[src/pktgen_pkg.sv]
// Packet generator shared types

package pktgen_pkg;

    ////////////////////////////////////////////////////////////
    // Sizes

    localparam int NUM_FLOWS   = 16;
    localparam int FLOW_IDX_W  = 4;
    localparam int WORD_BYTES  = 8;

    localparam int MAC_BYTES   = 6;
    localparam int VLAN_BYTES  = 4;
    localparam int ETYPE_BYTES = 2;
    localparam int MPLS_BYTES  = 4;
    localparam int IPV4_BYTES  = 20;

    // Both addresses, one VLAN tag, two labels and IPv4 (46 bytes)
    localparam int MAX_HDR_BYTES = 2*MAC_BYTES + VLAN_BYTES + ETYPE_BYTES
                                 + 2*MPLS_BYTES + IPV4_BYTES;

    ////////////////////////////////////////////////////////////
    // Vector types

    typedef logic [FLOW_IDX_W-1:0]      flow_idx_t;
    typedef logic [13:0]                frame_len_t;
    typedef logic [10:0]                word_cnt_t;
    typedef logic [5:0]                 hdr_len_t;
    typedef logic [8*WORD_BYTES-1:0]    data_word_t;
    typedef logic [WORD_BYTES-1:0]      keep_t;
    typedef logic [8*MAX_HDR_BYTES-1:0] header_vec_t;
    // Bytes per clock, 4 whole and 16 fractional bits
    typedef logic [19:0]                rate_t;
    typedef logic [47:0]                pkt_cnt_t;
    typedef logic [54:0]                byte_cnt_t;

    ////////////////////////////////////////////////////////////
    // Structs

    typedef struct packed {
        logic [8*MAC_BYTES-1:0]   mac_da;
        logic [8*MAC_BYTES-1:0]   mac_sa;
        logic [8*ETYPE_BYTES-1:0] ether_type;
        logic                     vlan_valid;
        logic [8*VLAN_BYTES-1:0]  vlan_tag;
        logic [1:0]               mpls_cnt;
        logic [8*MPLS_BYTES-1:0]  mpls_label0;
        logic [8*MPLS_BYTES-1:0]  mpls_label1;
        logic [8*IPV4_BYTES-1:0]  ipv4;
        frame_len_t               frame_len;
        logic [7:0]               payload;
    } flow_def_t;

    typedef struct packed {
        flow_idx_t idx;
        flow_def_t def;
    } flow_wr_t;

    typedef struct packed {
        header_vec_t hdr;
        hdr_len_t    hdr_len;
        frame_len_t  frame_len;
        logic [7:0]  payload;
    } frame_desc_t;

    typedef struct packed {
        logic        tx_en;
        logic        finite;
        logic [27:0] frame_count;
        flow_idx_t   last_flow;
        rate_t       rate;
    } gen_cfg_t;

    typedef struct packed {
        data_word_t data;
        keep_t      keep;
        logic       last;
        flow_idx_t  flow;
    } pkt_word_t;

    typedef enum logic [2:0] {
        IDLE,
        FETCH,
        HEADER,
        MIXED,
        PAYLOAD,
        WAIT_SHAPER,
        DONE
    } seq_state_t;

endpackage
[src/tx_counters.sv]
// Aggregate transmit counters

`timescale 1ns/1ps

module tx_counters (
    input  logic                   packet_out,
    input  logic                   rst_n,
    input  logic                   word_valid,
    input  logic                   word_last,
    input  pktgen_pkg::frame_len_t frame_len,
    input  logic                   stat_sample,
    output pktgen_pkg::pkt_cnt_t   stat_pkts,
    output pktgen_pkg::byte_cnt_t  stat_bytes
);
    import pktgen_pkg::*;

    pkt_cnt_t  live_pkts;
    byte_cnt_t live_bytes;
    logic      frame_done;

    assign frame_done = word_valid && word_last;

    always_ff @(posedge packet_out or negedge rst_n) begin
        if (!rst_n) begin
            live_pkts  <= '0;
            live_bytes <= '0;
            stat_pkts  <= '0;
            stat_bytes <= '0;
        end else if (stat_sample) begin
            stat_pkts  <= live_pkts;
            stat_bytes <= live_bytes;
            // A frame ending on the sample edge opens the new interval
            if (frame_done) begin
                live_pkts  <= pkt_cnt_t'(1);
                live_bytes <= byte_cnt_t'(frame_len);
            end else begin
                live_pkts  <= '0;
                live_bytes <= '0;
            end
        end else if (frame_done) begin
            if (live_pkts != '1) begin
                live_pkts <= live_pkts + 1'b1;
            end
            live_bytes <= live_bytes + byte_cnt_t'(frame_len);
        end
    end

endmodule

[config.mk]
export PLATFORM = sky130hd
export DESIGN_NAME = tx_counters
export DESIGN_NICKNAME = d
export VERILOG_FILES = /design/src/pktgen_pkg.sv /design/src/tx_counters.sv
export SDC_FILE = /design/constraint.sdc
export NUM_CORES = 1
export LEC_CHECK = 0
export CORE_MARGIN = 2
export CORE_UTILIZATION = 45
export CTS_BUF_LIST = sky130_fd_sc_hd__clkbuf_8
export CTS_CLUSTER_DIAMETER = 200
export DETAILED_ROUTE_END_ITERATION = 10
export DONT_BUFFER_PORTS = 1
export PLACE_DENSITY = 0.61
export REMOVE_ABC_BUFFERS = 1
export SLEW_MARGIN = 20
export SYNTH_ARGS = -nofsm -noshare
export SYNTH_HDL_FRONTEND = slang
export SYNTH_SLANG_ARGS = --single-unit
[constraint.sdc]
create_clock -name packet_out -period 7.75 [get_ports packet_out]
set_clock_uncertainty 0.15 [all_clocks]
set_input_delay 2.325 -clock packet_out [delete_from_list [all_inputs] [get_ports packet_out]]
set_output_delay 2.325 -clock packet_out [all_outputs]
set_load 0.01 [all_outputs]
=== Word level (Yosys, flattened, before mapping) ===
Cells that the tools add are included.

* Memory bits (writable): 0
* Bits in registers: 206
* Output and inout bits: 103
* Bits of input ports: 19
* Memories kept: 0
* Bits in read-only memories: 0
* Bits in latches: 0
* Word-level logic and storage cells: 18

* Multiply operators: 0
* Bitwise gates (word level): 0
* Add/sub/neg operators: 2
* Order comparisons: 0
* Muxes and demuxes: 7
* Equal/unequal tests: 1
* Shift-type cells: 0
* Reduce and logical (&&, ||, !) cells: 4
* Divide/modulo/power cells: 0

{| class="wikitable"
|+ Operators with widths
! kind !! number
|-
| $mux 48 || 3
|-
| $mux 55 || 2
|-
| $add 55x14->55 || 1
|-
| $add 48x1->48 const B || 1
|-
| $ne 48x48->1 const B || 1
|-
| $mux 14 || 1
|-
| $reduce_bool 2->1 || 2
|-
| $reduce_and 2->1 || 1
|-
| $logic_and 1x1->1 || 1
|-
| $mux 1 || 1
|}

=== Logic depth before layout (Yosys ltp) ===
* Depth after elaboration: 4
* Depth in mapped cells: 11
* Gate-level depth less buffers: 10

=== Least setup slack after synthesis ===
No wires, ideal clock.

* Path kind: in2reg
* Start: input port frame_len[0]
* End: register live_bytes[54]
* Buffers on the path: 0
* Arrival: 4,482 ps
* Setup slack: 2,999 ps
* Library setup time: 119 ps
* Stages on the path: 10
* Path through: ha_1 inv_1 fa_1 nand2b_1 a211oi_1 o2111a_1 o21ai_1 nor4_1 a21oi_1 o21ba_2

* Cells in the longest elaborated chain, start to end: 3

{| class="wikitable"
|+ Ends and longest elaborated chain
! item !! line !! text
|-
| start: declaration || tx_counters.sv:10 || <nowiki>input pktgen_pkg::frame_len_t frame_len,</nowiki>
|-
| $add 55x14->55 || tx_counters.sv:44 || <nowiki>live_bytes <= live_bytes + byte_cnt_t'(frame_len);</nowiki>
|-
| $mux 55 || tx_counters.sv:40 || <nowiki>end else if (frame_done) begin</nowiki>
|-
| $mux 55 || tx_counters.sv:29 || <nowiki>end else if (stat_sample) begin</nowiki>
|-
| end signal: assignment || tx_counters.sv:35 || <nowiki>live_bytes <= byte_cnt_t'(frame_len);</nowiki>
|-
| end signal: assignment || tx_counters.sv:44 ||
|-
| end: declaration || tx_counters.sv:18 || <nowiki>byte_cnt_t live_bytes;</nowiki>
|}

Every way passes these cells. The select of a mux whose other input is x is not followed.
A chain may end at the register's enable or synchronous reset.

=== Worst setup path after layout ===
Ends and elaborated chain as after synthesis.

==> summary.txt <==
Place
  • RD Place Congestion: ~0.82
  • Placed instance count: 1124
  • Dpl ws: 2.59 ns
  • Hpwl dp: 12600 um
  • Port bufs: 0

Critical path
  • Crit start category: input port
  • Reg-to-reg endpoint: live_bytes[54]
  • Crit path arrival time: 4.93 ns
  • R2R cell count: 11
  • Slowest cell delay on critical path: roughly 0.45 ns
  • Crit-path max FO: 18
  • R2R Setup Slk: 4.47 ns
  • Crit. End Element: flip-flop
  • Worst Path Required: roughly 8.0 ns
  • FF-to-FF Start: live_bytes[0]
  • Cells along the critical path: ha_1 > inv_1 > fa_1 > nand2b_1 > a211oi_1 > o2111a_1 > o21ai_1 > buf_4 > nor4_1 > a21oi_1 > o21ba_2
  • Crit path kind: input port to flip-flop
  • Slowest CP cell: nor4_1

Synth
  • Seq/Total Area, Yosys: 0.527
  • Dominant cell type by area after synthesis: dfrtp_1
  • Top cells by area, synth: dfrtp_1 (53%), mux2_2 (12%), xnor2_1 (4.6%)
  • Count leader, synth: dfrtp_1
  • Async S/R FF share, synth: 1.00
  • Post-synth EDFFs: 0
  • Synth warn: 0
  • Post-synth top area share: 0.527
  • Top FF cell, synth: dfrtp_1
  • Commonest cells in the synthesized netlist: dfrtp_1 (206), mux2_2 (103), nor2_1 (103)
  • Mapped Area: just under 10000 um^2
  • Synth Area per Inst: about 11 um^2
  • Synth cell types: 53
  • Yosys reg bits: 206
  • Post-synthesis cell count: between 800 and 900

Clock tree
  • Number of CTS-inserted buffers: 36
  • Reg clk slew, reported paths: 0.06 ns
  • PostCTS Resize Cnt: 0
  • CTS tree: done
  • # Post-CTS Setup Buffers: 0
  • Hold-fix buffers at CTS: 0
  • Root Buffer: clkbuf_8
  • Clock Path Buffers: 3
  • Clk_lat worst skew: 0.53 ns
  • CTS sink count: 206
  • Htree depth: 2

Global routing
  • Vias in the first global route: 6584
  • Largest net degree at the start of global routing: approximately 230
  • Met2 usage: 0.286
  • M1 GR Usage: 0.243
  • Initial antenna violation count: 0
  • Grt ovf: 0
  • Met3 Use GR: 0.0536
  • Most Crowded Layer GR: met2
  • Tot GR Track Use: 0.183
  • First-pass GRT wire length: 33800 um

Worst hold path
  • Worst min path class: flip-flop to flip-flop
  • Hold Path Origin: live_bytes[13]
  • Min-Delay Path Depth: 1
  • WHS Endpoint: stat_bytes[13]

Floorplan
  • Initial Util: 0.462
  • Num ports: about 120
  • Row cnt: 53
  • Die X: 151 um
  • Die area: 22900 um^2
  • Core area: 21200 um^2
  • Die Height: about 150 um

Final layout
  • Finished Layout Cells: 1185
  • Area grow syn2layout: 9.89%
  • Share of layout cells above drive strength 1: 0.188
  • Antenna cell count: 0
  • Post-layout util: 0.508
  • Nets: around 920

STA
  • Post-route setup slack: about 3.1 ns
  • RSZ-0062 raised after global routing: false
  • Setup violators final: 0
  • Worst-Margin Slew: 1.00 ns
  • Relative slew slack: 0.331
  • Max Freq: 215 MHz
  • Max-slew violations: 0
  • Final Hold Viols: 0
  • Post-route setup TNS: 0 ns
  • Post-layout min period: 4.66 ns
  • Final Cycle Share: 0.601

Detailed routing
  • # DRC: 0
  • Routed vias/inst: about 5.5
  • Via count: between 6000 and 7000
  • Post-route ant nets: 0
  • Drt first pass iters: 4
  • Total wire length: 20300 um
  • Drt initial violations: 277
  • WL/cell: 17.2 um

Flow run
  • Max-Cap Viols: 0

Power
  • Power Density: 215 nW/um^2
  • Total power draw: 2310 uW
  • Leak: slightly below 0.005 uW
  • VDD IR-drop max: 0.000110 V

Run status
  • Status: finished, final reports clean
==> placed cells by master (no fill, tap or decap), drive strengths merged, types with 4 or more instances in the layout <==
master / count
nor2: 103
a2111oi: 12
and4: 9
inv: 26
ha: 15
dfrtp: 206
or3: 11
a21o: 5
nand4: 28
xnor2: 51
a211oi: 5
and3: 15
xor2: 34
a31oi: 4
nor4: 14
nand2: 42
nand3: 50
and2: 4
mux2: 103
nor3: 13
o21ai: 32
nand2b: 4
mux2i: 6
clkbuf: 44
a21oi: 36
==> state kept, by name, indices dropped and copies added (netlist names) <==
name and count:
live_bytes 55, live_pkts 48, stat_bytes 55, stat_pkts 48
==> metrics by stage <==
step	instance area, um^2	hold WS [ns]
after detailed placement	9990	0.367
after CTS	10700	0.385
after global placement	9990	0.356
final	10700	0.387
after floorplan	9610	0.329
after global routing	10700	0.406
==> critical path: cells and delay by family <==
family / cells / cell delay (ns)
buf+inv: 2 / 0.26
compound gates: 5 / 1.16
fa+ha+maj: 2 / 0.53
simple gates: 2 / 0.63
==> routing by layer <==
layer	part of all wire	routed length [um]
met1	0.45	9070
met2	0.46	9450
met3	0.065	1320
met4	0.025	507
met5	0	0
==> how the worst max path moves through the flow <==
stage,startpoint,cells after the start,to
after floorplan,frame_len[0],10,live_bytes[54]
after global placement,frame_len[0],11,live_bytes[54]
after detailed placement,frame_len[0],11,live_bytes[54]
after CTS,frame_len[0],11,live_bytes[54]
after global routing,frame_len[0],11,live_bytes[54]
final,frame_len[0],11,live_bytes[54]
==> report_power, final <==
part / internal, uW / switching, uW
Combinational: 63.2 / 68.1
Sequential: 1100 / 29.1
Clock: 612 / 442
Total: 1780 / 539
==> cells by family after synthesis <==
family	Yosys count	synth area share
compound gates	107	0.0688
xor+xnor	85	0.0761
fa+ha+maj	16	0.0212
buf+inv	59	0.0234
flops	206	0.527
mux	109	0.125
simple gates	306	0.158
==> area by class of cell <==
class                      count  area, um^2
clock buffer                  44         606
multi-input combinational    623        4400
tap                          275         344
timing repair buffer           3        22.5
sequential                   206        5150
fill                        1875       10400
clock inverter                17         154
inverter                      17        63.8
Note: power is estimated with default switching activity, not from simulation.
