`config.mk`:
```
export PLATFORM = sky130hd
export DESIGN_NAME = frame_sequencer
export DESIGN_NICKNAME = d
export VERILOG_FILES = /design/src/pktgen_pkg.sv /design/src/frame_sequencer.sv
export SDC_FILE = /design/constraint.sdc
export NUM_CORES = 1
export LEC_CHECK = 0
export BUFFER_PORTS_ARGS = -buffer_cell sky130_fd_sc_hd__buf_2
export CAP_MARGIN = 20
export CORE_MARGIN = 2
export CORE_UTILIZATION = 30
export DETAILED_ROUTE_END_ITERATION = 10
export PLACE_DENSITY = 0.49
export SLEW_MARGIN = 40
export SYNTH_ARGS = -nofsm -noshare
export SYNTH_HDL_FRONTEND = slang
export SYNTH_SLANG_ARGS = --single-unit
```
`constraint.sdc`:
```
create_clock -name packet_out -period 10.9 [get_ports packet_out]
set_clock_uncertainty 0.15 [all_clocks]
set_input_delay 1.09 -clock packet_out [delete_from_list [all_inputs] [get_ports packet_out]]
set_output_delay 1.09 -clock packet_out [all_outputs]
set_load 0.03 [all_outputs]
```
`src/pktgen_pkg.sv`:
```
// Packet generator shared types

package pktgen_pkg;

    ////////////////////////////////////////////////////////////
    // Sizes

    localparam int NUM_FLOWS   = 16;
    localparam int FLOW_IDX_W  = 4;
    localparam int WORD_BYTES  = 8;

    localparam int MAC_BYTES   = 6;
    localparam int VLAN_BYTES  = 4;
    localparam int ETYPE_BYTES = 2;
    localparam int MPLS_BYTES  = 4;
    localparam int IPV4_BYTES  = 20;

    // Both addresses, one VLAN tag, two labels and IPv4 (46 bytes)
    localparam int MAX_HDR_BYTES = 2*MAC_BYTES + VLAN_BYTES + ETYPE_BYTES
                                 + 2*MPLS_BYTES + IPV4_BYTES;

    ////////////////////////////////////////////////////////////
    // Vector types

    typedef logic [FLOW_IDX_W-1:0]      flow_idx_t;
    typedef logic [13:0]                frame_len_t;
    typedef logic [10:0]                word_cnt_t;
    typedef logic [5:0]                 hdr_len_t;
    typedef logic [8*WORD_BYTES-1:0]    data_word_t;
    typedef logic [WORD_BYTES-1:0]      keep_t;
    typedef logic [8*MAX_HDR_BYTES-1:0] header_vec_t;
    // Bytes per clock, 4 whole and 16 fractional bits
    typedef logic [19:0]                rate_t;
    typedef logic [47:0]                pkt_cnt_t;
    typedef logic [54:0]                byte_cnt_t;

    ////////////////////////////////////////////////////////////
    // Structs

    typedef struct packed {
        logic [8*MAC_BYTES-1:0]   mac_da;
        logic [8*MAC_BYTES-1:0]   mac_sa;
        logic [8*ETYPE_BYTES-1:0] ether_type;
        logic                     vlan_valid;
        logic [8*VLAN_BYTES-1:0]  vlan_tag;
        logic [1:0]               mpls_cnt;
        logic [8*MPLS_BYTES-1:0]  mpls_label0;
        logic [8*MPLS_BYTES-1:0]  mpls_label1;
        logic [8*IPV4_BYTES-1:0]  ipv4;
        frame_len_t               frame_len;
        logic [7:0]               payload;
    } flow_def_t;

    typedef struct packed {
        flow_idx_t idx;
        flow_def_t def;
    } flow_wr_t;

    typedef struct packed {
        header_vec_t hdr;
        hdr_len_t    hdr_len;
        frame_len_t  frame_len;
        logic [7:0]  payload;
    } frame_desc_t;

    typedef struct packed {
        logic        tx_en;
        logic        finite;
        logic [27:0] frame_count;
        flow_idx_t   last_flow;
        rate_t       rate;
    } gen_cfg_t;

    typedef struct packed {
        data_word_t data;
        keep_t      keep;
        logic       last;
        flow_idx_t  flow;
    } pkt_word_t;

    typedef enum logic [2:0] {
        IDLE,
        FETCH,
        HEADER,
        MIXED,
        PAYLOAD,
        WAIT_SHAPER,
        DONE
    } seq_state_t;

endpackage
```
`src/frame_sequencer.sv`:
```
// Frame sequencer FSM

`timescale 1ns/1ps

module frame_sequencer (
    input  logic                    packet_out,
    input  logic                    rst_n,
    input  pktgen_pkg::gen_cfg_t    cfg,
    input  pktgen_pkg::frame_desc_t desc,
    input  logic                    shaper_ok,
    input  logic                    pkt_ready,
    output pktgen_pkg::flow_idx_t   rd_idx,
    output pktgen_pkg::pkt_word_t   pkt,
    output logic                    pkt_valid,
    output logic                    active,
    output pktgen_pkg::frame_len_t  frame_len
);
    import pktgen_pkg::*;

    seq_state_t  state;
    logic        fetch_done;
    flow_idx_t   cur_flow;
    flow_idx_t   next_idx;
    frame_desc_t cur_desc;
    word_cnt_t   word_cnt;
    word_cnt_t   last_word;
    word_cnt_t   hdr_words;
    logic        finite_q;
    logic [27:0] remaining;
    logic        accept;
    logic        frame_end;
    logic        more;
    logic        start_frame;
    header_vec_t hdr_shift;
    data_word_t  hdr_word;

    ////////////////////////////////////////////////////////////
    // Frame bookkeeping

    assign accept    = pkt_valid && pkt_ready;
    assign frame_end = accept && pkt.last;
    assign more      = cfg.tx_en && !(finite_q && remaining == '0);
    assign next_idx  = (rd_idx == cfg.last_flow) ? '0 : rd_idx + 1'b1;

    // Headers are 34 + 4n bytes, so they never end on a word edge
    assign hdr_words = word_cnt_t'(cur_desc.hdr_len[5:3]);
    assign last_word = word_cnt_t'((cur_desc.frame_len - 1'b1) >> 3);
    assign frame_len = cur_desc.frame_len;

    assign pkt_valid = (state == HEADER) || (state == MIXED) || (state == PAYLOAD);
    assign active    = (state != IDLE) && (state != DONE);

    always_comb begin
        case (state)
            FETCH:       start_frame = fetch_done && cfg.tx_en;
            WAIT_SHAPER: start_frame = cfg.tx_en && shaper_ok;
            PAYLOAD:     start_frame = frame_end && more && shaper_ok;
            default:     start_frame = 1'b0;
        endcase
    end

    // Next flow is fetched from the end of the header on, which
    // needs frames of 64 bytes or more
    always_ff @(posedge packet_out) begin
        if (start_frame) begin
            cur_desc <= desc;
        end
    end

    ////////////////////////////////////////////////////////////
    // State machine

    always_ff @(posedge packet_out or negedge rst_n) begin
        if (!rst_n) begin
            state      <= IDLE;
            fetch_done <= 1'b0;
            rd_idx     <= '0;
            cur_flow   <= '0;
            word_cnt   <= '0;
            finite_q   <= 1'b0;
            remaining  <= '0;
        end else begin
            if (frame_end && remaining != '0) begin
                remaining <= remaining - 1'b1;
            end
            if (start_frame) begin
                state    <= HEADER;
                cur_flow <= rd_idx;
                word_cnt <= '0;
            end else begin
                case (state)
                    IDLE: begin
                        rd_idx     <= '0;
                        fetch_done <= 1'b0;
                        finite_q   <= cfg.finite;
                        remaining  <= cfg.frame_count - 1'b1;
                        if (cfg.tx_en) begin
                            state <= FETCH;
                        end
                    end
                    FETCH: begin
                        fetch_done <= 1'b1;
                        if (!cfg.tx_en) begin
                            state <= IDLE;
                        end
                    end
                    HEADER: begin
                        if (accept) begin
                            word_cnt <= word_cnt + 1'b1;
                            if (word_cnt + 1'b1 == hdr_words) begin
                                state  <= MIXED;
                                rd_idx <= next_idx;
                            end
                        end
                    end
                    MIXED: begin
                        if (accept) begin
                            word_cnt <= word_cnt + 1'b1;
                            state    <= PAYLOAD;
                        end
                    end
                    PAYLOAD: begin
                        if (accept) begin
                            word_cnt <= word_cnt + 1'b1;
                            if (pkt.last) begin
                                if (!cfg.tx_en) begin
                                    state <= IDLE;
                                end else if (!more) begin
                                    state <= DONE;
                                end else begin
                                    state <= WAIT_SHAPER;
                                end
                            end
                        end
                    end
                    WAIT_SHAPER, DONE: begin
                        if (!cfg.tx_en) begin
                            state <= IDLE;
                        end
                    end
                    default: state <= IDLE;
                endcase
            end
        end
    end

    ////////////////////////////////////////////////////////////
    // Output word

    // Header word at the current word index, byte 0 in data[63:56]
    assign hdr_shift = cur_desc.hdr << {word_cnt[2:0], 6'd0};
    assign hdr_word  = hdr_shift[$left(hdr_shift) -: 8*WORD_BYTES];

    always_comb begin
        pkt      = '0;
        pkt.flow = cur_flow;
        pkt.last = (state == PAYLOAD) && (word_cnt == last_word);
        pkt.keep = '1;
        if (pkt.last && cur_desc.frame_len[2:0] != 3'd0) begin
            pkt.keep = ~({WORD_BYTES{1'b1}} >> cur_desc.frame_len[2:0]);
        end
        for (int b = 0; b < WORD_BYTES; b++) begin
            if (state == HEADER || (state == MIXED && b < int'(cur_desc.hdr_len[2:0]))) begin
                pkt.data[8*(WORD_BYTES-1-b) +: 8] = hdr_word[8*(WORD_BYTES-1-b) +: 8];
            end else begin
                pkt.data[8*(WORD_BYTES-1-b) +: 8] = cur_desc.payload;
            end
        end
    end

endmodule

```
**Word level (Yosys, flattened, before mapping)**

Index checks and enable logic that the tools add are counted.

- $add $sub $neg: 5
- $mul: 0
- Div/mod/pow operators: 0
- Order comparisons: 7
- Equal/unequal tests: 19
- Shift operators: 2
- Mux-type cells: 32
- Bitwise operators: 2
- Reduce and logical (&&, ||, !) cells: 45

Operator list:

| cell | number |
|---|---|
| 368-bit by 9-bit << shifter with 368-bit output | 1 |
| 28-bit two-way mux | 3 |
| 8-bit two-way mux | 9 |
| 28-bit by 1-bit subtractor with 28-bit output (second input constant) | 2 |
| 11-bit two-way mux | 3 |
| 28-bit zero test | 1 |
| 28-bit nonzero test | 1 |
| 3-bit two-way mux | 9 |
| 3-bit != test (second input constant) | 7 |
| 1-bit logical AND | 19 |
| 3-bit one-hot mux with 5 select lines | 1 |
| 14-bit by 1-bit subtractor with 14-bit output (second input constant) | 1 |
| 4-bit two-way mux | 3 |
| 11-bit by 1-bit adder with 11-bit output (second input constant) | 1 |
| 11-bit equality test | 1 |
| 11-bit by 3-bit equality test with 1-bit output | 1 |
| 3-bit equality test (second input constant) | 3 |
| 1-bit logical OR | 9 |
| 3-bit < comparator (first input constant) | 3 |
| 8-bit inverter | 1 |
| 4-bit one-hot mux with 2 select lines | 1 |
| 2-bit nonzero test | 4 |
| 8-bit by 3-bit >> shifter with 8-bit output (first input constant) | 1 |
| 7-bit AND reduction | 1 |
| 18 further kinds | 26 |

- Bits in registers: 448
- Bits in latches: 0
- RAM bits: 0
- ROM bits: 0
- Input bits: 454
- Output and inout port bits: 97
- Word-level logic and storage cells: 123
- Memories kept: 0

**Depth between registers and ports, before layout**

- Word-level depth: 10
- Depth in mapped cells: 13
- Gate-level depth less buffers: 10

**Worst setup path after synthesis**

OpenSTA, ideal clock, no wires.

- Path kind: reg-to-reg
- From: reg cur_desc (netlist bit frame_len[0])
- To: reg cur_desc[0] (netlist name), enable pin
- Library setup time: 0.448 ns
- Arrival: 4.173 ns
- Data required time: 10.302 ns
- Path slack: 6.129 ns
- Stages on the path, launching flop included: 11
- Clock period less this slack: 4.771 ns
- Cells stage by stage: edfxtp_1 > nor4_2 > nand3_1 > xnor2_1 > a2111oi_2 > and3_1 > buf_6 > and2_4 > a21o_1 > buf_6 > buf_6

RTL lines:

| element | RTL line | text |
|---|---|---|
| start, declared | frame_sequencer.sv:24 | `frame_desc_t cur_desc;` |
| start signal, assigned | frame_sequencer.sv:66 | `cur_desc <= desc;` |

==> impl_results.md <==
* Outcome: finished clean
* Register bit count reported by yosys at around 450
* Hpwl dp at roughly 45000 µm
* Drt pass-1 iters at 5
* Post-route setup slack at 6.20 ns
* WP data arrival at 3.46 ns
* Routability cong. at around 0.9
* Dpl ws at 6.13 ns
* Yosys top cell by area: edfxtp_1
* FFs w/ async S/R, synth at 0.116
* Number of gates resized after CTS at 0
* Sink Count at ~450
* Fin crit period at 4.70 ns
* Hold_buf cts at 0
* Commonest non-fill, non-tap cell in the layout: buf_2
* First-pass GRT wire length at 89900 µm
* Fmax at 213 MHz
* Max Cap Violations at 0
* CTS max path bufs at 3
* CTS clk-pin slew, worst paths at 0.06 ns
* Clock root cell: clkbuf_16
* Antenna violations before repair at 55
* Drt wl/cell at roughly 23 µm
* Crit. End Element: output pin
* Hold Fails Final Rpt at 0
* Mean post-synth cell area at between 10 and 15 µm²
* Number of remaining DRC errors at 0
* Routed WL at 62000 µm
* GR Util All Layers at 0.184
* Leak at about 9 nW
* Critical Path RT at 9.66 ns
* Yosys Warn Count at 0
* Initial DRC count at 958
* Post-synth top flop: edfxtp_1
* Final setup fails at 0
* Total vias in the final route at between 10000 and 15000
* Buffers on Ports at between 500 and 600
* RSZ-0062 raised after global routing: false
* EDFF count, synth at 396
* Critical path launch point type: register
* Syn Inst Count at 1313
* CP Max Fanout at 10
* Critical path class: register to output pin
* Post-Syn Nets at 1771
* Tcrit/Tclk final at 0.431
* Largest net degree at the start of global routing at 108
* Final setup TNS at 0 ns
* Commonest cells after routing, fill and taps aside: buf_2 (529), edfxtp_1 (396), nor2_1 (153)
* Clk Latency, worst-skew pair at 0.59 ns
* Layout area overhead at 27.6%
* Slew Limit Fails at 0
* Layout net count at 2282
* Global route overflow at 0
* Synth area leaders: edfxtp_1 (61%), mux4_2 (7.4%), dfrtp_1 (6.7%), a21oi_1 (3.0%), nor2_1 (3.0%)
* Layout cells sized above 1 at 0.389
* Number of H-tree levels at 2
* CTS buffer count at 51
* # Post-CTS Setup Buffers at 0
* Core footprint at about 64000 µm²
* Filler Cells Inserted at 6147
* Sequential share of the synthesized area at 0.681
* DRT antenna net count at 0
* Cell area after synthesis at slightly below 20000 µm²
* Die Ht at between 200 and 300 µm
* Flop2flop setup slack at 6.25 ns
* CTS tree: built
* Synth cell types at 65
* PD cells at 212 nW/µm²
* Synth top area share at 0.613
* Width of the die at ~260 µm
* Initial Util at 0.302
* Avg Vias per Cell at 4.74
* Vias in the first global route at ~14000
* Rows at 93
* Measured slew at the worst slew-check pin at 0.873 ns
* Peak VDD IR at 153 µV
* Slew margin rel. at 0.418
* Top Ports at 551
* Die area at 66700 µm²
* Type of the worst min-delay path: register to register
[routing by layer]
metal | wire [µm] | up-vias | GRT usage
met3 | 5770 | 142 | 0.0770
met5 | 324 | - | 0
met1 | 23000 | 6315 | 0.210
met4 | 1850 | 54 | 0.0601
li1 | - | 6038 | -
met2 | 31000 | 448 | 0.311
[path summary, 6_finish.rpt]
check,start,end,cells past startpoint
worst max-delay path,frame_len[1]$_DFFE_PP_,pkt[11],8
worst min-delay path,finite_q$_DFFE_PN0P_,finite_q$_DFFE_PN0P_,2
worst max register to register,frame_len[1]$_DFFE_PP_,cur_desc[369]$_DFFE_PP_,10
worst min register to register,finite_q$_DFFE_PN0P_,finite_q$_DFFE_PN0P_,2
max in group asynchronous,rst_n,word_cnt[0]$_DFFE_PN0P_,2
min in group asynchronous,rst_n,remaining[14]$_DFF_PN0_,2
[sequential cells by signal (all words and copies together) (netlist names)]
signal      count
word_cnt       11
frame_len      14
state           3
finite_q        1
remaining      28
rd_idx          4
fetch_done      1
cur_desc      382
cur_flow        4
[synthesized netlist by cell type (all sizes together) (10+ instances only)]
| master | instances |
|---|---|
| edfxtp | 396 |
| inv | 11 |
| o21ai | 29 |
| mux4 | 64 |
| nand2 | 63 |
| mux2i | 56 |
| mux2 | 15 |
| dfrtp | 52 |
| nor3 | 24 |
| a22oi | 16 |
| nand3 | 18 |
| clkbuf | 47 |
| nor2 | 154 |
| buf | 46 |
| or3 | 12 |
| xnor2 | 49 |
| or4 | 11 |
| xor2 | 26 |
| nand2b | 10 |
| a21oi | 117 |
| nor4 | 23 |
[kinds of logic after synthesis]
logic type	after synthesis	share of synthesized area
simple gates	349	0.0864
buf+inv	104	0.0253
fa+ha+maj	4	0.00258
other cells	1	0.000193
flops	448	0.681
compound gates	197	0.0583
xor+xnor	75	0.0339
mux	135	0.113
[through the flow]
stage,utilization,hold WS (ns),std cells,instance area [µm²],power (W)
finish,0.386,0.349,2743,24700,0.00524
global route,0.386,0.372,2737,24700,0.00552
CTS,0.385,0.355,2719,24700,0.00532
detailed placement,0.359,0.333,2626,23000,0.00357
global placement,0.356,0.315,2620,22800,0.00352
floorplan,-,0.295,1313,19400,0.00311
[report_power, final]
| group | switching (W) | internal [W] |
|---|---|---|
| registers | 0.000156 | 0.00205 |
| clock network | 0.000714 | 0.00102 |
| logic | 0.000717 | 0.000583 |
[cell type report]
| cell class | instances | area, µm² | share of cell area |
|---|---|---|---|
| multi-input cells | 761 | 5740 | 0.232 |
| inverters | 11 | 41.3 | 0.00167 |
| clock buffers | 65 | 1350 | 0.0546 |
| flip-flops and latches | 448 | 13200 | 0.534 |
| repair buffers | 551 | 2940 | 0.119 |
| clock inverters | 28 | 334 | 0.0135 |
| diodes | 24 | 60.1 | 0.00243 |
| well taps | 855 | 1070 | 0.0432 |
[worst max-delay path, cell delays in order (launching register included)]
cell	delay, ns
edfxtp_1	0.54
nor4_2	0.57
nand3_1	0.17
xnor2_1	0.18
a2111oi_2	0.36
and3_1	0.42
nand2_1	0.15
or3_1	0.31
buf_2	0.18
Note: power is estimated with default switching activity, not from simulation.
