### config.mk
export PLATFORM = sky130hd
export DESIGN_NAME = tx_shaper
export DESIGN_NICKNAME = d
export VERILOG_FILES = /design/src/pktgen_pkg.sv /design/src/tx_shaper.sv
export SDC_FILE = /design/constraint.sdc
export NUM_CORES = 1
export LEC_CHECK = 0
export BUFFER_PORTS_ARGS = -buffer_cell sky130_fd_sc_hd__buf_2
export CAP_MARGIN = 30
export CORE_UTILIZATION = 35
export CTS_CLUSTER_DIAMETER = 50
export DETAILED_ROUTE_END_ITERATION = 8
export PLACE_DENSITY = 0.52
export SLEW_MARGIN = 20
export SYNTH_ARGS = -nofsm -noshare
export SYNTH_HDL_FRONTEND = slang
export SYNTH_SLANG_ARGS = --single-unit
### constraint.sdc
create_clock -name packet_out -period 3.3 [get_ports packet_out]
set_input_delay 0.33 -clock packet_out [delete_from_list [all_inputs] [get_ports packet_out]]
set_output_delay 0.33 -clock packet_out [all_outputs]
set_load 0.05 [all_outputs]
### src/pktgen_pkg.sv
// Packet generator shared types

package pktgen_pkg;

    ////////////////////////////////////////////////////////////
    // Sizes

    localparam int NUM_FLOWS   = 16;
    localparam int FLOW_IDX_W  = 4;
    localparam int WORD_BYTES  = 8;

    localparam int MAC_BYTES   = 6;
    localparam int VLAN_BYTES  = 4;
    localparam int ETYPE_BYTES = 2;
    localparam int MPLS_BYTES  = 4;
    localparam int IPV4_BYTES  = 20;

    // Both addresses, one VLAN tag, two labels and IPv4 (46 bytes)
    localparam int MAX_HDR_BYTES = 2*MAC_BYTES + VLAN_BYTES + ETYPE_BYTES
                                 + 2*MPLS_BYTES + IPV4_BYTES;

    ////////////////////////////////////////////////////////////
    // Vector types

    typedef logic [FLOW_IDX_W-1:0]      flow_idx_t;
    typedef logic [13:0]                frame_len_t;
    typedef logic [10:0]                word_cnt_t;
    typedef logic [5:0]                 hdr_len_t;
    typedef logic [8*WORD_BYTES-1:0]    data_word_t;
    typedef logic [WORD_BYTES-1:0]      keep_t;
    typedef logic [8*MAX_HDR_BYTES-1:0] header_vec_t;
    // Bytes per clock, 4 whole and 16 fractional bits
    typedef logic [19:0]                rate_t;
    typedef logic [47:0]                pkt_cnt_t;
    typedef logic [54:0]                byte_cnt_t;

    ////////////////////////////////////////////////////////////
    // Structs

    typedef struct packed {
        logic [8*MAC_BYTES-1:0]   mac_da;
        logic [8*MAC_BYTES-1:0]   mac_sa;
        logic [8*ETYPE_BYTES-1:0] ether_type;
        logic                     vlan_valid;
        logic [8*VLAN_BYTES-1:0]  vlan_tag;
        logic [1:0]               mpls_cnt;
        logic [8*MPLS_BYTES-1:0]  mpls_label0;
        logic [8*MPLS_BYTES-1:0]  mpls_label1;
        logic [8*IPV4_BYTES-1:0]  ipv4;
        frame_len_t               frame_len;
        logic [7:0]               payload;
    } flow_def_t;

    typedef struct packed {
        flow_idx_t idx;
        flow_def_t def;
    } flow_wr_t;

    typedef struct packed {
        header_vec_t hdr;
        hdr_len_t    hdr_len;
        frame_len_t  frame_len;
        logic [7:0]  payload;
    } frame_desc_t;

    typedef struct packed {
        logic        tx_en;
        logic        finite;
        logic [27:0] frame_count;
        flow_idx_t   last_flow;
        rate_t       rate;
    } gen_cfg_t;

    typedef struct packed {
        data_word_t data;
        keep_t      keep;
        logic       last;
        flow_idx_t  flow;
    } pkt_word_t;

    typedef enum logic [2:0] {
        IDLE,
        FETCH,
        HEADER,
        MIXED,
        PAYLOAD,
        WAIT_SHAPER,
        DONE
    } seq_state_t;

endpackage
### src/tx_shaper.sv
// Byte-credit rate shaper

`timescale 1ns/1ps

module tx_shaper (
    input  logic              packet_out,
    input  logic              rst_n,
    input  logic              active,
    input  pktgen_pkg::rate_t rate,
    input  pktgen_pkg::keep_t debit_keep,
    input  logic              debit_valid,
    output logic              shaper_ok
);

    // Signed 16.16 byte credit
    logic [31:0] acc;
    logic [31:0] credit;
    logic [31:0] debit;
    logic        saturated;

    ////////////////////////////////////////////////////////////
    // Credit and debit

    // Stop earning once the credit reaches half the positive range
    assign saturated = (acc[31:30] == 2'b01);
    assign credit    = saturated ? 32'd0 : {12'd0, rate};

    // Whole bytes of the accepted word
    assign debit = debit_valid ? {12'd0, 4'($countones(debit_keep)), 16'd0} : 32'd0;

    always_ff @(posedge packet_out or negedge rst_n) begin
        if (!rst_n) begin
            acc <= '0;
        end else if (!active) begin
            acc <= '0;
        end else begin
            acc <= acc + credit - debit;
        end
    end

    // Frames may start while the credit is not negative
    assign shaper_ok = ~acc[31];

endmodule

Word level (Yosys, flattened, before mapping)
Cells that the tools add are included.
Operators by class
  add/sub/neg operators: 9
  equality and inequality tests: 1
  mux-type cells: 3
  bitwise logic cells: 1
Operators with widths (number)
  two-way mux 20 bit: 2
  adder 32 x 20 -> 32 bit: 1
  two-way mux 32 bit: 1
  subtractor 32 x 20 -> 32 bit: 1
  adder 1 x 1 -> 2 bit: 4
  adder 2 x 2 -> 3 bit: 2
  adder 3 x 3 -> 4 bit: 1
  == test 2 x 1 -> 1 bit, second input constant: 1
  NOT 1 bit: 1
Storage, ports and cells
  register bits after elaboration: 32
  bits of input ports: 32
  output and inout bits: 1
  logic and storage cells: 15

Longest topological paths before layout
Gate-level depths: netlist (run 1).
  depth in word-level cells: 6
  gate-level depth with buffers: 19
  gate-level depth less buffers: 19

Worst setup path before layout (run 1)
OpenSTA, ideal clock, no wires.
  kind: input-to-reg
  from: in debit_keep[0]
  to: reg acc[29]
  library setup time: 0.125 ns
  arrival: 4.672 ns
  required time: 3.175 ns
  slack: -1.496 ns
  stages on the path: 18
  buffers on the path: 0
  cells stage by stage: inv_1 -> fa_1 -> fa_1 -> fa_1 -> inv_1 -> ha_1 -> fa_1 -> xor2_1 -> and2_1 -> fa_1 -> inv_1 -> ha_1 -> nand2_1 -> or3_1 -> a311o_1 -> a21oi_2 -> or3_1 -> a21oi_1
Between the ends
  cells in the longest elaborated chain, start to end: 6
Ends and longest elaborated chain
  start: declaration: RTL line tx_shaper.sv:10  | input pktgen_pkg::keep_t debit_keep,
  adder 1 x 1 -> 2 bit (not written as such): RTL line tx_shaper.sv:29  | assign debit = debit_valid ? {12'd0, 4'($countones(debit_keep)), 16'd0} : 32'd0;
  adder 2 x 2 -> 3 bit (not written as such): RTL line tx_shaper.sv:29
  adder 3 x 3 -> 4 bit (not written as such): RTL line tx_shaper.sv:29
  two-way mux 20 bit: RTL line tx_shaper.sv:29
  subtractor 32 x 20 -> 32 bit: RTL line tx_shaper.sv:37  | acc <= acc + credit - debit;
  two-way mux 32 bit: RTL line tx_shaper.sv:34  | end else if (!active) begin
  end signal: assignment: RTL line tx_shaper.sv:37
  end: declaration: RTL line tx_shaper.sv:16  | logic [31:0] acc;
Every way passes these cells.

Worst setup path after layout (run 1)
Ends and elaborated chain as after synthesis.

==> results_dict.tcl, run 1 <==
set metrics [dict create \
    groute.usage.overall_pct 17.8 \
    synth.top_cell.area_share_pct 23.0 \
    post-synth-top-area-cell "sky130_fd_sc_hd__dfrtp_1" \
    worst_pin_slew_ns 0.767 \
    synth-seq-cells 32 \
    cts_tree "done" \
    outcome "finished, violations left" \
    stdcell_area_um2 4530 \
    largest_reg_by_ff_count "acc" \
    hpwl_mm 6.48 \
    cts_max_path_buffers 2 \
    worstPathRequired_ns 3.49 \
    final_period_minus_worst_setup_slack_ns 4.55 \
    synthesis.instances 452 \
    fin_skew_ns 0.00879 \
    ys_seq_area_share_pct 23.0 \
    ys.flop_type "sky130_fd_sc_hd__dfrtp_1" \
    placed_area_um2 4130 \
    start_kind "input pin" \
    count_of_placed_standard_cells_including_taps 639 \
    reg.largest.list "acc x32" \
    clk_latency_ns 0.29 \
    initial_core_util_pct 35.8 \
    fill_cells 1021 \
    design.die.area_um2 10400 \
    drc 0 \
    die_y_um 102 \
    top_post_synthesis_cells_by_area "sky130_fd_sc_hd__dfrtp_1 23%, sky130_fd_sc_hd__ha_1 18%, sky130_fd_sc_hd__inv_1 9.3%" \
    setup-violations-final 15 \
    timing.setup.tns_ns -15.25 \
    avgSynthCellArea_um2 7.71 \
    post_route_cells_drive_above_1_share_pct 27.4 \
    dr_total_vias 3185 \
    ys.warnings.count 0 \
    largest_register_ffs 32 \
    synth-edff-count 0 \
    ant_nets 0 \
    most_frequent_standard_cell_in_the_layout_excluding_fill_and_tap_cells "sky130_fd_sc_hd__inv_1" \
    placementRows 36 \
    final_nets 610 \
    area.growth.synth_to_final_pct 30.0 \
    worst_setup_path_end_kind "register" \
    antennaDiodeCount 0 \
    die_span_x_um 102 \
    grt_start_max_net_pins 33 \
    globalRoute.totalOverflow 0 \
    grt_pass1_vias 3191 \
    detail_route.first_pass.iterations 4 \
    final.setup.worst_slack_ns -1.25 \
    synth_cell_types 47 \
    arrival_ns 4.74 \
    setup.reg_to_reg.worst_slack_ns 0.05 \
    failed_checks "negative setup slack" \
    numCtsBuffers 5 \
    hold_path_class "in2async" \
    wire_per_inst_um 12.7 \
    routed_wirelength_mm 8.33 \
    via_per_inst 4.87 \
    cts_root_buf "sky130_fd_sc_hd__clkbuf_8" \
    place_congestion 0.879 \
    final-max-slew-violation-count 0 \
    min_period_over_period_pct 138 \
    mappedNetlistNets 542 \
    num_io_pins 33 \
    clock_sinks 32 \
    max_cap_viol_count 0 \
    critical_path_peak_fanout 3 \
    rsz0062_at_grt "yes" \
    layout.cells.most_common_list "79 x sky130_fd_sc_hd__inv_1, 45 x sky130_fd_sc_hd__ha_1, 41 x sky130_fd_sc_hd__nor2_1, 33 x sky130_fd_sc_hd__buf_4, 32 x sky130_fd_sc_hd__dfrtp_1" \
    stdcell_count 654 \
    drt_first_iter_violations 110 \
    htree_levels 2 \
    slew_headroom_pct 48.9 \
    clock_pin_slew_on_the_worst_setup_and_hold_paths_ns 0.08 \
    summed_instance_area_of_the_synthesized_netlist_um2 3490 \
    grt_pass1_wl_mm 14.5 \
    finalHoldViolations 0 \
    grt_antenna_before_repair 0 \
    crit_path_class "in2reg" \
    core_area_um2 9730 \
    share_of_synthesized_registers_carrying_an_async_set_or_reset_pct 100 \
    port-buffer-count 32 \
    max_freq_ghz 0.220 \
]
[layout make-up]
type	count	area [µm²]	area share, %
Tap cell	133	166	3.67
Timing Repair Buffer	71	519	11.5
Sequential cell	32	801	17.7
Clock buffer	6	72.6	1.60
Inverter	87	334	7.37
Clock inverter	2	35.0	0.773
Multi-Input combinational cell	323	2610	57.5
[per-stage QoR]
step                      hold slack, ns  utilization (%)  setup slack [ns]
after global placement             0.459             42.5             -1.62
final                              0.105             46.6             -1.25
after global routing               0.180             46.6             -1.39
after floorplan                   0.0344                -             -1.34
after CTS                          0.140             45.0             -1.27
after detailed placement           0.463             42.5             -1.67
[per-layer routing]
layer  wire (µm)  track usage (%)  vias to the layer above
met1        3980             23.1                     1503
li1            -                -                     1622
met5           0                0                        -
met4          88             4.07                        0
met3         212             2.80                        8
met2        4050             31.1                       52
[path summary, 6_finish.rpt]
| path | from | endpoint | cells after the start |
|---|---|---|---|
| max reg2reg | acc[30] | acc[29] | 12 |
| max in group asynchronous | rst_n | acc[20] | 1 |
| min | rst_n | acc[2] | 1 |
| min reg2reg | acc[0] | acc[0] | 2 |
| min in group packet_out | active | acc[20] | 3 |
| max | debit_keep[0] | acc[29] | 19 |
[synth_stat cells, types with 2 or more instances]
master and number:
sky130_fd_sc_hd__mux2i_1 3, sky130_fd_sc_hd__o211ai_1 3, sky130_fd_sc_hd__nor3_1 5, sky130_fd_sc_hd__nor2b_1 2, sky130_fd_sc_hd__a21o_1 3, sky130_fd_sc_hd__xor2_1 15, sky130_fd_sc_hd__a21oi_1 37, sky130_fd_sc_hd__nand3_1 2
sky130_fd_sc_hd__ha_1 50, sky130_fd_sc_hd__a311o_1 2, sky130_fd_sc_hd__buf_2 3, sky130_fd_sc_hd__inv_1 86, sky130_fd_sc_hd__dfrtp_1 32, sky130_fd_sc_hd__clkbuf_1 5, sky130_fd_sc_hd__and2_1 5, sky130_fd_sc_hd__a21oi_2 8
sky130_fd_sc_hd__xnor2_1 9, sky130_fd_sc_hd__nand4_1 10, sky130_fd_sc_hd__fa_1 8, sky130_fd_sc_hd__nor2_1 46, sky130_fd_sc_hd__o21a_1 5, sky130_fd_sc_hd__or3_1 5, sky130_fd_sc_hd__o22ai_1 2, sky130_fd_sc_hd__o21ai_0 22
sky130_fd_sc_hd__o21ai_1 7, sky130_fd_sc_hd__a211oi_1 2, sky130_fd_sc_hd__nand2b_1 25, sky130_fd_sc_hd__nand2_1 31
[logic make-up after synthesis]
group                      after synthesis  synth area share, %
AOI/OAI and AO/OA                      100                 17.6
muxes                                    4                 1.18
and+or+nand+nor                        137                 19.0
DFF                                     32                 23.0
buffers and inverters                   97                 10.7
adders and majority gates               58                 22.5
xor gates and xnor gates                24                 6.03
[worst max-delay path, cell delays in order]
cell,delay (ns)
sky130_fd_sc_hd__buf_6,0.07
sky130_fd_sc_hd__inv_2,0.03
sky130_fd_sc_hd__fa_1,0.54
sky130_fd_sc_hd__fa_1,0.43
sky130_fd_sc_hd__fa_1,0.50
sky130_fd_sc_hd__inv_2,0.04
sky130_fd_sc_hd__ha_4,0.15
sky130_fd_sc_hd__fa_2,0.33
sky130_fd_sc_hd__xor2_1,0.15
sky130_fd_sc_hd__and2_4,0.16
sky130_fd_sc_hd__fa_1,0.54
sky130_fd_sc_hd__inv_2,0.05
sky130_fd_sc_hd__ha_4,0.28
sky130_fd_sc_hd__nand2_2,0.06
sky130_fd_sc_hd__or3_4,0.40
sky130_fd_sc_hd__a311o_1,0.33
sky130_fd_sc_hd__a21oi_2,0.16
sky130_fd_sc_hd__or3_1,0.14
sky130_fd_sc_hd__a21oi_2,0.05
[timing repair]
action | CTS | global route
resized for setup | 26 | 27
setup buffers | 5 | 3
pin swaps | 24 | 25
hold buffers | 0 | 0
endpoints found under the setup margin | 16 | 16
Power of run 1 is left out: the tool's default activity adds up to more than one toggle a clock period on the data nets, which glitch-free logic cannot reach.
==> run 2, diff against run 1 <==
--- a/config.mk
+++ b/config.mk
@@ -5,12 +5,14 @@
 export SDC_FILE = /design/constraint.sdc
 export NUM_CORES = 1
 export LEC_CHECK = 0
+export ABC_AREA = 1
 export BUFFER_PORTS_ARGS = -buffer_cell sky130_fd_sc_hd__buf_2
 export CAP_MARGIN = 30
 export CORE_UTILIZATION = 35
 export CTS_CLUSTER_DIAMETER = 50
 export DETAILED_ROUTE_END_ITERATION = 8
-export PLACE_DENSITY = 0.52
+export PLACE_DENSITY = 0.51
+export SETUP_SLACK_MARGIN = 0.3
 export SLEW_MARGIN = 20
 export SYNTH_ARGS = -nofsm -noshare
 export SYNTH_HDL_FRONTEND = slang
==> run 2 against run 1 <==
Against the previous run:
- the run ends with design-rule violations, negative setup slack left
- utilization fell by 1.8 points
- register-to-register slack improved by 0.37 ns
- final cell count rose by 37%
- area after synthesis rose by 20%
- count of clock-buffer cells in the layout did not move
- non-clock buffer count fell by 30
- global-route usage rose by 1.2 points
- die area rose by 19%
- sequential share of layout area fell by 2.1 points
- flip-flop and latch count did not move
- final area rose by 14%
- setup slack improved by 0.42 ns
- largest cell class unchanged
==> results_dict.tcl, run 2 <==
set metrics [dict create \
    final-max-slew-violation-count 0 \
    die_span_x_um 111 \
    fin_skew_ns 0.00881 \
    area.growth.synth_to_final_pct 23.7 \
    antennaDiodeCount 0 \
    min_period_over_period_pct 125 \
    wl_met2_mm 5.26 \
    ant_nets 0 \
    clock_pin_slew_on_the_worst_setup_and_hold_paths_ns 0.06 \
    detail_route.first_pass.iterations 6 \
    synth_cell_types 26 \
    share_of_synthesized_registers_carrying_an_async_set_or_reset_pct 100 \
    stdcell_area_um2 5160 \
    layout.area.seq_um2 801 \
    wire_per_inst_um 12.3 \
    avgSynthCellArea_um2 5.86 \
    multi_input_area_um2 3010 \
    cts_tree "done" \
    rsz0062_at_grt "yes" \
    top_post_synthesis_cells_by_area "sky130_fd_sc_hd__nand2_1 21%, sky130_fd_sc_hd__dfrtp_1 19%, sky130_fd_sc_hd__inv_1 17%" \
    ys.warnings.count 0 \
    drc 2 \
    synth_simple_gate_area_share_pct 35.1 \
    worst_pin_slew_ns 0.801 \
    synth.top_cell.area_share_pct 20.7 \
    hold_buffers 0 \
    port-buffer-count 32 \
    max_freq_ghz 0.242 \
    routed_wirelength_mm 11.0 \
    failed_checks "design-rule violations, negative setup slack" \
    cts_max_path_buffers 2 \
    route.met3.wl_um 374 \
    worst_setup_path_end_kind "register" \
    cts_root_buf "sky130_fd_sc_hd__clkbuf_16" \
    via_per_inst 4.57 \
    synth_mux_area_share_pct 0 \
    synth_most_common_cell "sky130_fd_sc_hd__nand2_1" \
    synth_adder_area_share_pct 18.8 \
    htree_levels 2 \
    fill_cells 1254 \
    placementRows 39 \
    grt_start_max_net_pins 33 \
    numCtsBuffers 5 \
    route.layer.met1.wl_mm 5.21 \
    critical_path_peak_fanout 4 \
    finalHoldViolations 0 \
    post-synth-top-area-cell "sky130_fd_sc_hd__nand2_1" \
    final.setup.worst_slack_ns -0.826 \
    reg.largest.list "acc x32" \
    synth_top_cells_by_count "230 x sky130_fd_sc_hd__nand2_1, 193 x sky130_fd_sc_hd__inv_1, 52 x sky130_fd_sc_hd__nor2_1" \
    dr_total_vias 4107 \
    final_period_minus_worst_setup_slack_ns 4.13 \
    start_kind "input pin" \
    crit_path_class "in2reg" \
    slew_headroom_pct 46.6 \
    combinational_family_with_the_most_area_after_synthesis "simple AND/OR/NAND/NOR gates" \
    final_nets 846 \
    groute.usage.overall_pct 19.0 \
    post_route_cells_drive_above_1_share_pct 23.9 \
    synthesis.instances 712 \
    summed_instance_area_of_the_synthesized_netlist_um2 4170 \
    synth-edff-count 0 \
    ys_seq_area_share_pct 19.2 \
    initial_core_util_pct 36.2 \
    ys.flop_type "sky130_fd_sc_hd__dfrtp_1" \
    setup-violations-final 16 \
    most_frequent_standard_cell_in_the_layout_excluding_fill_and_tap_cells "sky130_fd_sc_hd__nand2_1" \
    grt_pass1_wl_mm 18.6 \
    clock_sinks 32 \
    synth-xor-area-share_pct 0 \
    drt_first_iter_violations 142 \
    largest_register_ffs 32 \
    arrival_ns 4.30 \
    grt_pass1_vias 3944 \
    clk_latency_ns 0.29 \
    synth-seq-cells 32 \
    place_congestion 0.941 \
    synth_compound_gate_area_share_pct 8.18 \
    layout.cells.most_common_list "191 x sky130_fd_sc_hd__nand2_1, 175 x sky130_fd_sc_hd__inv_1, 45 x sky130_fd_sc_hd__ha_1, 41 x sky130_fd_sc_hd__nor2_1, 37 x sky130_fd_sc_hd__nand2_2" \
    largest_reg_by_ff_count "acc" \
    grt_antenna_before_repair 0 \
    outcome "finished, violations left" \
    core_area_um2 11500 \
    die_y_um 111 \
    hpwl_mm 8.96 \
    hold_path_class "in2async" \
    max_cap_viol_count 0 \
    placed_area_um2 4670 \
    globalRoute.totalOverflow 0 \
    design.die.area_um2 12400 \
    worstPathRequired_ns 3.48 \
    num_io_pins 33 \
    mappedNetlistNets 802 \
    topRoutingLayerUsed "met4" \
]
## run 2: cell count changes in the layout (fill, tap and decap cells not counted), sizes merged, moves of 15 or more
| cell | change |
|---|---|
| xor2 | -15 |
| nand3 | +29 |
| o21ai | -15 |
| inv | +116 |
| buf | -30 |
| nand2 | +208 |
| nor2 | +16 |
| nand2b | -25 |
## run 2: per-layer routing
| metal | track usage [%] | vias up |
|---|---|---|
| li1 | - | 2195 |
| met3 | 2.73 | 11 |
| met5 | 0 | - |
| met4 | 5.32 | 0 |
| met1 | 24.8 | 1844 |
| met2 | 32.4 | 57 |
## run 2: critical path, cell delays in order
cell and delay (ns):
sky130_fd_sc_hd__buf_8 0.07, sky130_fd_sc_hd__inv_4 0.03, sky130_fd_sc_hd__fa_1 0.54, sky130_fd_sc_hd__fa_1 0.44, sky130_fd_sc_hd__fa_1 0.53, sky130_fd_sc_hd__inv_2 0.04
sky130_fd_sc_hd__ha_4 0.15, sky130_fd_sc_hd__fa_2 0.41, sky130_fd_sc_hd__nand2_2 0.07, sky130_fd_sc_hd__inv_2 0.03, sky130_fd_sc_hd__fa_1 0.49, sky130_fd_sc_hd__inv_2 0.05
sky130_fd_sc_hd__ha_4 0.30, sky130_fd_sc_hd__nand2_4 0.09, sky130_fd_sc_hd__nor2_4 0.10, sky130_fd_sc_hd__inv_2 0.07, sky130_fd_sc_hd__nor2_4 0.10, sky130_fd_sc_hd__and2_4 0.15
sky130_fd_sc_hd__nand2_2 0.08, sky130_fd_sc_hd__a21oi_1 0.16, sky130_fd_sc_hd__nor2_1 0.06
## run 2: kinds of logic (layout without fill, tap and decap cells)
| kind of cell | after synthesis | after routing |
|---|---|---|
| DFF | 32 | 32 |
| buffers and inverters | 207 | 251 |
| adders and majority gates | 58 | 58 |
| AOI/OAI and AO/OA | 65 | 65 |
| and+or+nand+nor | 350 | 350 |
## run 2: metrics by stage
stage	utilization, %	worst slack, ns	hold WS, ns	instances	TNS (ns)
2_1_floorplan	-	-0.828	0.0344	712	-10.98
3_3_place_gp	40.6	-1.19	0.468	890	-16.68
3_5_place_dp	40.6	-1.22	0.487	890	-17.27
4_1_cts	42.9	-0.807	0.177	897	-10.94
5_1_grt	44.8	-0.949	0.215	899	-13.04
6_report	44.8	-0.826	0.129	899	-10.94
## run 2: cell type report
| cell class | count | share of cell area, % |
|---|---|---|
| flip-flops and latches | 32 | 15.5 |
| repair buffers | 41 | 5.02 |
| inverters | 203 | 15.0 |
| clock inverters | 1 | 0.0970 |
| clock buffers | 6 | 2.50 |
| multi-input cells | 473 | 58.4 |
| well taps | 143 | 3.47 |
## run 2: final timing paths
check,start,endpoint,slack [ns],depth (start not counted)
setup / recovery,debit_keep[1],acc[31],-0.83,21
hold / removal,rst_n,acc[3],0.13,1
setup reg to reg,acc[30],acc[25],0.42,15
hold reg to reg,acc[0],acc[0],0.57,3
max in group asynchronous,rst_n,acc[24],2.66,1
min in group packet_out,rate[0],acc[0],0.48,6
## run 2: timing repair
action	in CTS	in global routing
setup buffers	0	2
pin swaps	33	29
gates resized for setup	38	67
setup endpoints to repair	16	19
Power of run 2 is left out for the same reason.
